<file path="src/hw/perm_pkg.sv">
package perm_pkg;

    localparam int LANE_W      = 16;
    localparam int LANE_NUM    = 8;
    localparam int SWITCH_NUM  = LANE_NUM / 2;
    localparam int STAGE_NUM   = 5;
    localparam int VEC_NUM     = 4;
    localparam int VEC_W       = LANE_NUM * LANE_W;
    localparam int ADR_W       = 8;
    localparam int WB_W        = 32;
    localparam int TAG_W       = 2;                // vector index width
    localparam int LANE_SEL_W  = 3;                // lane within a vector
    localparam int LANE_IDX_W  = 5;                // vector*8 + lane
    localparam int STAGE_SEL_W = 3;

    // word address map
    localparam logic [ADR_W-1:0] IN_BASE  = 8'h00;
    localparam logic [ADR_W-1:0] OUT_BASE = 8'h20;
    localparam logic [ADR_W-1:0] SW_BASE  = 8'h40;
    localparam logic [ADR_W-1:0] CTRL_ADR = 8'h48;
    localparam logic [ADR_W-1:0] LANE_SPAN = 8'd32; // size of the in and out regions
    localparam logic [ADR_W-1:0] SW_SPAN   = 8'd5;

    localparam logic [TAG_W-1:0] LAST_TAG = TAG_W'(VEC_NUM - 1);

    // run sequencer states
    localparam logic [1:0] ST_IDLE  = 2'd0;
    localparam logic [1:0] ST_ISSUE = 2'd1;
    localparam logic [1:0] ST_DRAIN = 2'd2;

    typedef union packed {
        struct packed {
            logic [WB_W-LANE_W-1:0] zero;
            logic [LANE_W-1:0]      lane;
        } lane_v;                                  // input and output lane regions
        struct packed {
            logic [WB_W-SWITCH_NUM-1:0] zero;
            logic [SWITCH_NUM-1:0]      row;
        } sw_v;                                    // switch row region
    } wb_word_u;

endpackage
</file>
<file path="src/hw/vec_stream_if.sv">
`timescale 1ns/1ps

interface vec_stream_if;

    logic                           valid;
    logic [perm_pkg::TAG_W-1:0]     tag;   // vector index within the run
    logic                           last;
    logic [perm_pkg::VEC_W-1:0]     data;  // lane 0 in the low bits

    // no back-pressure, the sink takes every valid cycle
    modport source (
        output valid, tag, last, data
    );

    modport sink (
        input valid, tag, last, data
    );

endinterface

</file>
<file path="src/hw/perm_top.sv">
`timescale 1ns/1ps

module perm_top (
    input  logic                       clk,
    input  logic                       i_rst_n,
    input  logic                       i_wb_cyc,
    input  logic                       i_wb_stb,
    input  logic                       i_wb_we,
    input  logic [perm_pkg::ADR_W-1:0] i_wb_adr,
    input  logic [perm_pkg::WB_W-1:0]  i_wb_dat,
    output logic [perm_pkg::WB_W-1:0]  o_wb_dat,
    output logic                       o_wb_ack
);

    logic                                                src_we;
    logic [perm_pkg::LANE_IDX_W-1:0]                     src_idx;
    logic [perm_pkg::LANE_W-1:0]                         src_wdata;
    logic [perm_pkg::LANE_W-1:0]                         src_rdata;
    logic                                                sw_we;
    logic [perm_pkg::STAGE_SEL_W-1:0]                    sw_stage;
    logic [perm_pkg::SWITCH_NUM-1:0]                     sw_wrow;
    logic [perm_pkg::SWITCH_NUM-1:0]                     sw_rdata;
    logic [perm_pkg::STAGE_NUM*perm_pkg::SWITCH_NUM-1:0] sw_rows;
    logic [perm_pkg::LANE_IDX_W-1:0]                     cap_idx;
    logic [perm_pkg::LANE_W-1:0]                         cap_rdata;
    logic                                                capture_last;
    logic                                                issue_go;
    logic [perm_pkg::TAG_W-1:0]                          issue_idx;

    vec_stream_if s_issue ();
    vec_stream_if s_result ();

    perm_ctrl u_ctrl (
        .clk            (clk),
        .i_rst_n        (i_rst_n),
        .i_wb_cyc       (i_wb_cyc),
        .i_wb_stb       (i_wb_stb),
        .i_wb_we        (i_wb_we),
        .i_wb_adr       (i_wb_adr),
        .i_wb_dat       (i_wb_dat),
        .i_src_rdata    (src_rdata),
        .i_sw_rdata     (sw_rdata),
        .i_cap_rdata    (cap_rdata),
        .i_capture_last (capture_last),
        .o_wb_dat       (o_wb_dat),
        .o_wb_ack       (o_wb_ack),
        .o_src_we       (src_we),
        .o_src_idx      (src_idx),
        .o_src_wdata    (src_wdata),
        .o_sw_we        (sw_we),
        .o_sw_stage     (sw_stage),
        .o_sw_wrow      (sw_wrow),
        .o_cap_idx      (cap_idx),
        .o_issue_go     (issue_go),
        .o_issue_idx    (issue_idx),
        .o_busy         ()
    );

    vec_source_bank u_src (
        .clk         (clk),
        .i_rst_n     (i_rst_n),
        .i_we        (src_we),
        .i_widx      (src_idx),
        .i_wdata     (src_wdata),
        .i_ridx      (src_idx),                    // same word address as the write
        .i_issue_go  (issue_go),
        .i_issue_idx (issue_idx),
        .o_rdata     (src_rdata),
        .o_issue     (s_issue.source)
    );

    switch_config u_swcfg (
        .clk      (clk),
        .i_we     (sw_we),
        .i_stage  (sw_stage),
        .i_wrow   (sw_wrow),
        .i_rstage (sw_stage),
        .o_rdata  (sw_rdata),
        .o_rows   (sw_rows)
    );

    benes_network u_net (
        .clk      (clk),
        .i_rst_n  (i_rst_n),
        .i_rows   (sw_rows),
        .i_issue  (s_issue.sink),
        .o_result (s_result.source)
    );

    vec_capture_bank u_cap (
        .clk            (clk),
        .i_ridx         (cap_idx),
        .i_result       (s_result.sink),
        .o_rdata        (cap_rdata),
        .o_capture_last (capture_last)
    );

endmodule

</file>
<file path="src/hw/vec_capture_bank.sv">
`timescale 1ns/1ps

module vec_capture_bank (
    input  logic                            clk,
    input  logic [perm_pkg::LANE_IDX_W-1:0] i_ridx,
    vec_stream_if.sink                      i_result,
    output logic [perm_pkg::LANE_W-1:0]     o_rdata,
    output logic                            o_capture_last
);

    logic [perm_pkg::VEC_W-1:0]         vecs [perm_pkg::VEC_NUM];
    logic [perm_pkg::TAG_W-1:0]         rd_vec;
    logic [perm_pkg::LANE_SEL_W-1:0]    rd_lane;
    logic [perm_pkg::VEC_W-1:0]         rd_word;

    always_ff @(posedge clk) begin
        if (i_result.valid) begin
            vecs[i_result.tag] <= i_result.data; // stored at its tag
        end
    end

    // rises on the edge that stores the last vector
    always_ff @(posedge clk) begin
        o_capture_last <= i_result.valid & i_result.last;
    end

    assign rd_vec  = i_ridx[perm_pkg::LANE_IDX_W-1:perm_pkg::LANE_SEL_W];
    assign rd_lane = i_ridx[perm_pkg::LANE_SEL_W-1:0];
    assign rd_word = vecs[rd_vec];
    assign o_rdata = rd_word[rd_lane*perm_pkg::LANE_W +: perm_pkg::LANE_W];

endmodule

</file>
<file path="src/hw/benes_network.sv">
`timescale 1ns/1ps

module benes_network (
    input  logic                                                clk,
    input  logic                                                i_rst_n,
    input  logic [perm_pkg::STAGE_NUM*perm_pkg::SWITCH_NUM-1:0] i_rows,
    vec_stream_if.sink                                          i_issue,
    vec_stream_if.source                                        o_result
);

    localparam int SN = perm_pkg::STAGE_NUM;

    // index s feeds stage s, index SN is the network output
    logic [SN:0]                valid_c;
    logic [SN:0]                last_c;
    logic [perm_pkg::TAG_W-1:0] tag_c  [SN+1];
    logic [perm_pkg::VEC_W-1:0] data_c [SN+1];

    assign valid_c[0] = i_issue.valid;
    assign last_c[0]  = i_issue.last;
    assign tag_c[0]   = i_issue.tag;
    assign data_c[0]  = i_issue.data;

    for (genvar s = 0; s < SN; s++) begin : g_stage
        benes_stage #(
            .STAGE_IDX (s)
        ) u_stage (
            .clk     (clk),
            .i_rst_n (i_rst_n),
            .i_row   (i_rows[s*perm_pkg::SWITCH_NUM +: perm_pkg::SWITCH_NUM]),
            .i_valid (valid_c[s]),
            .i_tag   (tag_c[s]),
            .i_last  (last_c[s]),
            .i_data  (data_c[s]),
            .o_valid (valid_c[s+1]),
            .o_tag   (tag_c[s+1]),
            .o_last  (last_c[s+1]),
            .o_data  (data_c[s+1])
        );
    end

    assign o_result.valid = valid_c[SN];           // five cycles after issue
    assign o_result.last  = last_c[SN];
    assign o_result.tag   = tag_c[SN];
    assign o_result.data  = data_c[SN];

endmodule

</file>
<file path="src/hw/benes_stage.sv">
`timescale 1ns/1ps

module benes_stage #(
    parameter int STAGE_IDX = 0
) (
    input  logic                            clk,
    input  logic                            i_rst_n,
    input  logic [perm_pkg::SWITCH_NUM-1:0] i_row,
    input  logic                            i_valid,
    input  logic [perm_pkg::TAG_W-1:0]      i_tag,
    input  logic                            i_last,
    input  logic [perm_pkg::VEC_W-1:0]      i_data,
    output logic                            o_valid,
    output logic [perm_pkg::TAG_W-1:0]      o_tag,
    output logic                            o_last,
    output logic [perm_pkg::VEC_W-1:0]      o_data
);

    localparam int LW = perm_pkg::LANE_W;

    logic [perm_pkg::VEC_W-1:0] sw_data;
    logic [perm_pkg::VEC_W-1:0] wired_data;

    // lane p of the switch outputs lands on lane wire_dest(p)
    function automatic int wire_dest(input int p);
        logic [2:0] b;
        b = 3'(p);
        case (STAGE_IDX)
            0:       return int'({b[0], b[2:1]});      // low 3 bits right
            1, 2:    return int'({b[2], b[0], b[1]});  // low 2 bits, left equals right
            3:       return int'({b[1:0], b[2]});      // low 3 bits left
            default: return p;                         // last stage is unwired
        endcase
    endfunction

    always_comb begin
        for (int j = 0; j < perm_pkg::SWITCH_NUM; j++) begin
            if (i_row[j]) begin                    // cross
                sw_data[2*j*LW +: LW]     = i_data[(2*j+1)*LW +: LW];
                sw_data[(2*j+1)*LW +: LW] = i_data[2*j*LW +: LW];
            end else begin                         // bar
                sw_data[2*j*LW +: 2*LW] = i_data[2*j*LW +: 2*LW];
            end
        end
        for (int p = 0; p < perm_pkg::LANE_NUM; p++) begin
            wired_data[wire_dest(p)*LW +: LW] = sw_data[p*LW +: LW];
        end
    end

    always_ff @(posedge clk) begin
        if (!i_rst_n) begin
            o_valid <= 1'b0;
        end else begin
            o_valid <= i_valid;
        end
    end

    always_ff @(posedge clk) begin
        o_tag  <= i_tag;
        o_last <= i_last;
        o_data <= wired_data;
    end

endmodule

</file>
<file path="src/hw/switch_config.sv">
`timescale 1ns/1ps

module switch_config (
    input  logic                                            clk,
    input  logic                                            i_we,
    input  logic [perm_pkg::STAGE_SEL_W-1:0]                i_stage,
    input  logic [perm_pkg::SWITCH_NUM-1:0]                 i_wrow,
    input  logic [perm_pkg::STAGE_SEL_W-1:0]                i_rstage,
    output logic [perm_pkg::SWITCH_NUM-1:0]                 o_rdata,
    output logic [perm_pkg::STAGE_NUM*perm_pkg::SWITCH_NUM-1:0] o_rows
);

    logic [perm_pkg::SWITCH_NUM-1:0] rows [perm_pkg::STAGE_NUM];

    always_ff @(posedge clk) begin
        if (i_we) begin
            rows[i_stage] <= i_wrow;
        end
    end

    assign o_rdata = rows[i_rstage];

    // stage s owns bits s*4 .. s*4+3
    always_comb begin
        for (int s = 0; s < perm_pkg::STAGE_NUM; s++) begin
            o_rows[s*perm_pkg::SWITCH_NUM +: perm_pkg::SWITCH_NUM] = rows[s];
        end
    end

endmodule

</file>
<file path="src/hw/vec_source_bank.sv">
`timescale 1ns/1ps

module vec_source_bank (
    input  logic                            clk,
    input  logic                            i_rst_n,
    input  logic                            i_we,
    input  logic [perm_pkg::LANE_IDX_W-1:0] i_widx,
    input  logic [perm_pkg::LANE_W-1:0]     i_wdata,
    input  logic [perm_pkg::LANE_IDX_W-1:0] i_ridx,
    input  logic                            i_issue_go,
    input  logic [perm_pkg::TAG_W-1:0]      i_issue_idx,
    output logic [perm_pkg::LANE_W-1:0]     o_rdata,
    vec_stream_if.source                    o_issue
);

    logic [perm_pkg::LANE_W-1:0] lanes [perm_pkg::VEC_NUM * perm_pkg::LANE_NUM];
    logic [perm_pkg::VEC_W-1:0]  issue_vec;

    always_ff @(posedge clk) begin
        if (i_we) begin
            lanes[i_widx] <= i_wdata;
        end
    end

    assign o_rdata = lanes[i_ridx];                // host readback

    // gather the eight lanes of the selected vector
    always_comb begin
        for (int l = 0; l < perm_pkg::LANE_NUM; l++) begin
            issue_vec[l*perm_pkg::LANE_W +: perm_pkg::LANE_W] =
                lanes[int'(i_issue_idx) * perm_pkg::LANE_NUM + l];
        end
    end

    always_ff @(posedge clk) begin
        if (!i_rst_n) begin
            o_issue.valid <= 1'b0;
        end else begin
            o_issue.valid <= i_issue_go;
        end
    end

    always_ff @(posedge clk) begin
        o_issue.tag  <= i_issue_idx;
        o_issue.last <= i_issue_idx == perm_pkg::LAST_TAG;
        o_issue.data <= issue_vec;
    end

endmodule

</file>
<file path="src/hw/perm_ctrl.sv">
`timescale 1ns/1ps

module perm_ctrl (
    input  logic                              clk,
    input  logic                              i_rst_n,
    input  logic                              i_wb_cyc,
    input  logic                              i_wb_stb,
    input  logic                              i_wb_we,
    input  logic [perm_pkg::ADR_W-1:0]        i_wb_adr,
    input  logic [perm_pkg::WB_W-1:0]         i_wb_dat,
    input  logic [perm_pkg::LANE_W-1:0]       i_src_rdata,
    input  logic [perm_pkg::SWITCH_NUM-1:0]   i_sw_rdata,
    input  logic [perm_pkg::LANE_W-1:0]       i_cap_rdata,
    input  logic                              i_capture_last,
    output logic [perm_pkg::WB_W-1:0]         o_wb_dat,
    output logic                              o_wb_ack,
    output logic                              o_src_we,
    output logic [perm_pkg::LANE_IDX_W-1:0]   o_src_idx,
    output logic [perm_pkg::LANE_W-1:0]       o_src_wdata,
    output logic                              o_sw_we,
    output logic [perm_pkg::STAGE_SEL_W-1:0]  o_sw_stage,
    output logic [perm_pkg::SWITCH_NUM-1:0]   o_sw_wrow,
    output logic [perm_pkg::LANE_IDX_W-1:0]   o_cap_idx,
    output logic                              o_issue_go,
    output logic [perm_pkg::TAG_W-1:0]        o_issue_idx,
    output logic                              o_busy
);

    logic [perm_pkg::ADR_W-1:0] in_off;
    logic [perm_pkg::ADR_W-1:0] out_off;
    logic [perm_pkg::ADR_W-1:0] sw_off;
    logic                       in_hit;
    logic                       out_hit;
    logic                       sw_hit;
    logic                       ctrl_hit;
    logic                       req;
    logic                       start_wr;
    logic                       busy;
    logic                       done;
    logic [1:0]                 state;
    logic [perm_pkg::TAG_W-1:0] issue_cnt;
    perm_pkg::wb_word_u         wr_word;
    perm_pkg::wb_word_u         rd_word;

    // region decode
    assign in_off   = i_wb_adr - perm_pkg::IN_BASE;
    assign out_off  = i_wb_adr - perm_pkg::OUT_BASE;
    assign sw_off   = i_wb_adr - perm_pkg::SW_BASE;
    assign in_hit   = in_off < perm_pkg::LANE_SPAN;
    assign out_hit  = out_off < perm_pkg::LANE_SPAN;
    assign sw_hit   = sw_off < perm_pkg::SW_SPAN;
    assign ctrl_hit = i_wb_adr == perm_pkg::CTRL_ADR;

    assign req      = i_wb_cyc & i_wb_stb & ~o_wb_ack; // new access, ack follows
    assign busy     = state != perm_pkg::ST_IDLE;
    assign start_wr = req & i_wb_we & ctrl_hit & i_wb_dat[0] & ~busy;
    assign wr_word  = i_wb_dat;

    // bank writes are dropped during a run
    assign o_src_we    = req & i_wb_we & in_hit & ~busy;
    assign o_src_idx   = in_off[perm_pkg::LANE_IDX_W-1:0];
    assign o_src_wdata = wr_word.lane_v.lane;
    assign o_sw_we     = req & i_wb_we & sw_hit & ~busy;
    assign o_sw_stage  = sw_off[perm_pkg::STAGE_SEL_W-1:0];
    assign o_sw_wrow   = wr_word.sw_v.row;
    assign o_cap_idx   = out_off[perm_pkg::LANE_IDX_W-1:0];

    assign o_issue_go  = state == perm_pkg::ST_ISSUE;
    assign o_issue_idx = issue_cnt;
    assign o_busy      = busy;

    always_comb begin
        rd_word = '0;                              // unmapped reads return zero
        if (in_hit) begin
            rd_word.lane_v.lane = i_src_rdata;
        end else if (out_hit) begin
            rd_word.lane_v.lane = i_cap_rdata;
        end else if (sw_hit) begin
            rd_word.sw_v.row = i_sw_rdata;
        end else if (ctrl_hit) begin
            rd_word[1:0] = {done, busy};
        end
    end

    always_ff @(posedge clk) begin
        if (!i_rst_n) begin
            o_wb_ack <= 1'b0;
        end else begin
            o_wb_ack <= req;                       // one cycle per access
        end
    end

    always_ff @(posedge clk) begin
        o_wb_dat <= rd_word;                       // valid in the ack cycle
    end

    always_ff @(posedge clk) begin
        if (!i_rst_n) begin
            state     <= perm_pkg::ST_IDLE;
            issue_cnt <= '0;
            done      <= 1'b0;
        end else begin
            case (state)
                perm_pkg::ST_IDLE: begin
                    if (start_wr) begin
                        state     <= perm_pkg::ST_ISSUE;
                        issue_cnt <= '0;
                        done      <= 1'b0;
                    end
                end
                perm_pkg::ST_ISSUE: begin
                    issue_cnt <= issue_cnt + 1'b1;
                    if (issue_cnt == perm_pkg::LAST_TAG) begin
                        state <= perm_pkg::ST_DRAIN;
                    end
                end
                perm_pkg::ST_DRAIN: begin
                    if (i_capture_last) begin  // last vector stored
                        state <= perm_pkg::ST_IDLE;
                        done  <= 1'b1;
                    end
                end
                default: state <= perm_pkg::ST_IDLE;
            endcase
        end
    end

endmodule

</file>
<file path="config.mk">
export PLATFORM = sky130hd
export DESIGN_NAME = perm_top
export DESIGN_NICKNAME = d
export VERILOG_FILES = /design/src/hw/perm_pkg.sv /design/src/hw/vec_stream_if.sv /design/src/hw/perm_top.sv /design/src/hw/vec_capture_bank.sv /design/src/hw/benes_network.sv /design/src/hw/benes_stage.sv /design/src/hw/switch_config.sv /design/src/hw/vec_source_bank.sv /design/src/hw/perm_ctrl.sv
export SDC_FILE = /design/constraint.sdc
export NUM_CORES = 2
export LEC_CHECK = 0
export ABC_AREA = 1
export BUFFER_PORTS_ARGS = -buffer_cell sky130_fd_sc_hd__clkbuf_2
export CAP_MARGIN = 15
export CORE_MARGIN = 2
export CORE_UTILIZATION = 45
export CTS_CLUSTER_DIAMETER = 200
export DETAILED_ROUTE_END_ITERATION = 12
export SLEW_MARGIN = 20
export SYNTH_ARGS = -nofsm -noshare
export SYNTH_HDL_FRONTEND = slang
export SYNTH_SLANG_ARGS = --single-unit
</file>
<file path="constraint.sdc">
create_clock -name clk -period 13.4 [get_ports clk]
set_input_delay 2.68 -clock clk [delete_from_list [all_inputs] [get_ports clk]]
set_output_delay 2.68 -clock clk [all_outputs]
set_load 0.01 [all_outputs]
</file>
==> run summary <==
Outcome - finished, final reports clean
Setup CP Type - in -> reg
Data required, critical path - 14.14 ns
RSZ-0062 raised after global routing - false
Worst-path fanout max - 54
Worst flop-to-flop path startpoint - u_ctrl.o_issue_idx[0]
Nets - 6,719
Drt drc - 0
Initial antenna violation count - 13
Grt met2 use - 36.7%
Commonest non-fill, non-tap cells in the layout - nand2_1, edfxtp_1, dfxtp_1, nor2_1, o21ai_0
Largest net degree at the start of global routing - 107
Worst-case clock buffer depth - 3
Most common cell after layout, fill and taps aside - nand2_1
Wire per inst - 20.6 µm
Setup violators final - 0
Final WL - 183,000 µm
Period utilisation layout - 41.5%
Post-Syn Area per Cell - 10.3 µm²
Leakage power - 0.0301 µW
R2r setup slk - 9.71 ns
Seq. cell area - 48,000 µm²
I/O pin total - 78
Multi-input gate area - 17,900 µm²
Met1 usage - 32.3%
Util after Layout - 50.6%
Detail Route Antenna Nets - 0
Core ar. - 152,000 µm²
Die ar. - 156,000 µm²
RR Endpoint - u_src.o_issue.data[122]
# Max-Cap Violations - 0
PostCTS Resize Cnt - 0
Final Cell Area - 76,900 µm²
Worst-Skew Late Latency - 0.81 ns
Final hold violation count - 0
Port bufs - 45
Clock skew after layout - 0.0257 ns
Met3 Usage GRT - 4.21%
Yosys reg bits - 1,871
Clock slew at the register clock pins of the worst setup and hold paths - 0.06 ns
Setup Buffers After CTS - 0
Post-DP Area - 70,800 µm²
DR vias - 45.9k
Hold_sp - u_net.g_stage[0].u_stage.o_tag[1]
Total track usage - 23.2%
Crit path from - i_wb_adr[4]
CP arrival - 6.30 ns
PwrDens - 149 nW/µm²
CP endpoint - u_ctrl.o_wb_dat[5]
Setup ws final - 7.83 ns
Setup WS pre-CTS - 6.96 ns
Cells after Synth - 6,712
First drt pass iteration count - 8
Post-Syn Area - 68,800 µm²
Setup_tns - 0 ns
Post-DP HPWL - 114,000 µm
CTS H-tree depth - 4
Die Y - 395 µm
Area Overhead vs Synth - 11.8%
Gpl congestion - 0.881
Layout cells sized above 1 - 7.09%
Slew @ Worst Pin - 1.08 ns
Worst Setup Start Kind - input pin
R2R depth - 5
Num CTS Buffers - 181
Yosys cell types - 36
Total of warnings raised by yosys - 0
CTS tree - built
CTS Root Cell - clkbuf_16
Starting Density - 45.3%
CTS sink cnt - 1,871
Relative slew slack - 28.1%
Most used routing layer - met2
Top cell type by total area after synthesis - edfxtp_1
Slew Limit Fails - 0
First-pass GRT wire length - 272,000 µm
Area contributors post-synth - edfxtp_1, dfxtp_1, nand2_1, o21ai_0, nor2_1
DR iter-0 viols - 5,049
Fillers - 13.3k
Maximum vdd drop - 92.7 µV
Num rows - 143
Sequential area share after synthesis - 69.8%
Fin crit period - 5.57 ns
CP Capture Type - flop
Vias in the first global route - 43.2k
Fmax - 0.180 GHz
Die X - 395 µm
# hold bufs at CTS - 0
Detail-routed via count per cell - 5.18
Synth top area share - 46.1%
Hold crit path type - reg -> reg
Grt total ovfl - 0
-- report_power, final --
group	total (µW)	switching [µW]	internal (µW)
Combinational	314	241	72.5
Clock	5130	2140	2990
Sequential	6050	7.97	6040
Total	11500	2390	9100
-- through the flow --
stage | power (µW) | hold WS [ns] | instances
after detailed placement | 6480 | 0.312 | 8519
after global placement | 6480 | 0.311 | 8519
final | 11500 | 0.324 | 8857
after floorplan | 6350 | 0.310 | 6739
after global routing | 11800 | 0.329 | 8856
after CTS | 11600 | 0.327 | 8856
-- synthesized netlist by cell type, drive strengths merged --
cell and count:
edfxtp 1056, dfxtp 815, buf 166, nand2 2017
a22oi 27, clkbuf 224, and2 12, or2 1
nor3 6, nand4 151, clkinv 1, o2111ai 1
nand3b 2, o22ai 128, o21ai 631, ha 2
nor2 672, nand3 85, a21oi 333, nor3b 1
conb 1, a211oi 2, inv 378
-- how the worst min path moves through the flow --
stage                     cells past startpoint  slack [ns]                                 to
after global routing                          0        0.33  u_net.g_stage[4].u_stage.o_tag[1]
after global placement                        0        0.31    u_net.g_stage[4].u_stage.o_last
after CTS                                     0        0.33    u_net.g_stage[2].u_stage.o_last
after floorplan                               0        0.31    u_net.g_stage[0].u_stage.o_last
final                                         0        0.32  u_net.g_stage[1].u_stage.o_tag[1]
after detailed placement                      0        0.31    u_net.g_stage[2].u_stage.o_last
-- cell type report --
type                    count  area share (%)
flip-flops and latches   1871            62.5
multi-input cells        4099            23.2
clock buffers             251            6.81
well taps                2030            3.30
inverters                 379            1.87
repair buffers            140            1.22
clock inverters            86            1.11
diodes                      1         0.00325
-- worst max-delay path, cell delays in order --
cell	delay (ns)
clkbuf_2	0.08
buf_4	0.34
inv_2	0.04
buf_4	0.35
nor2_8	0.46
buf_4	0.62
buf_4	0.70
nand2_1	0.11
nand3_1	0.11
nand2_1	0.05
nand2_1	0.10
inv_1	0.04
nand3_1	0.12
nand3_1	0.25
nand2_1	0.14
-- state kept, by name, indices dropped and copies added (netlist names), 5 cells and up --
signal,cells
u_swcfg.rows,32
u_src.lanes,512
u_net.g_stage.u_stage.o_data,640
u_src.o_issue.data,128
u_net.g_stage.u_stage.o_tag,10
u_ctrl.o_wb_dat,16
u_cap.vecs,512
u_net.g_stage.u_stage.o_last,5
u_net.g_stage.u_stage.o_valid,5
-- per-layer routing --
metal  part of all wire (%)  vias to the layer above
li1                       -                    22300
met3                    8.1                      313
met4                    2.9                        6
met5                  0.020                        -
met1                     44                    21400
met2                     45                     1860
-- logic make-up after synthesis --
group	Yosys count	synth area share, %
fa+ha+maj	2	0.0364
compound gates	1122	8.51
simple gates	2947	17.0
buf+inv	769	4.62
flops	1871	69.8
other cells	1	0.00545
Note: power is estimated with default switching activity, not from simulation.
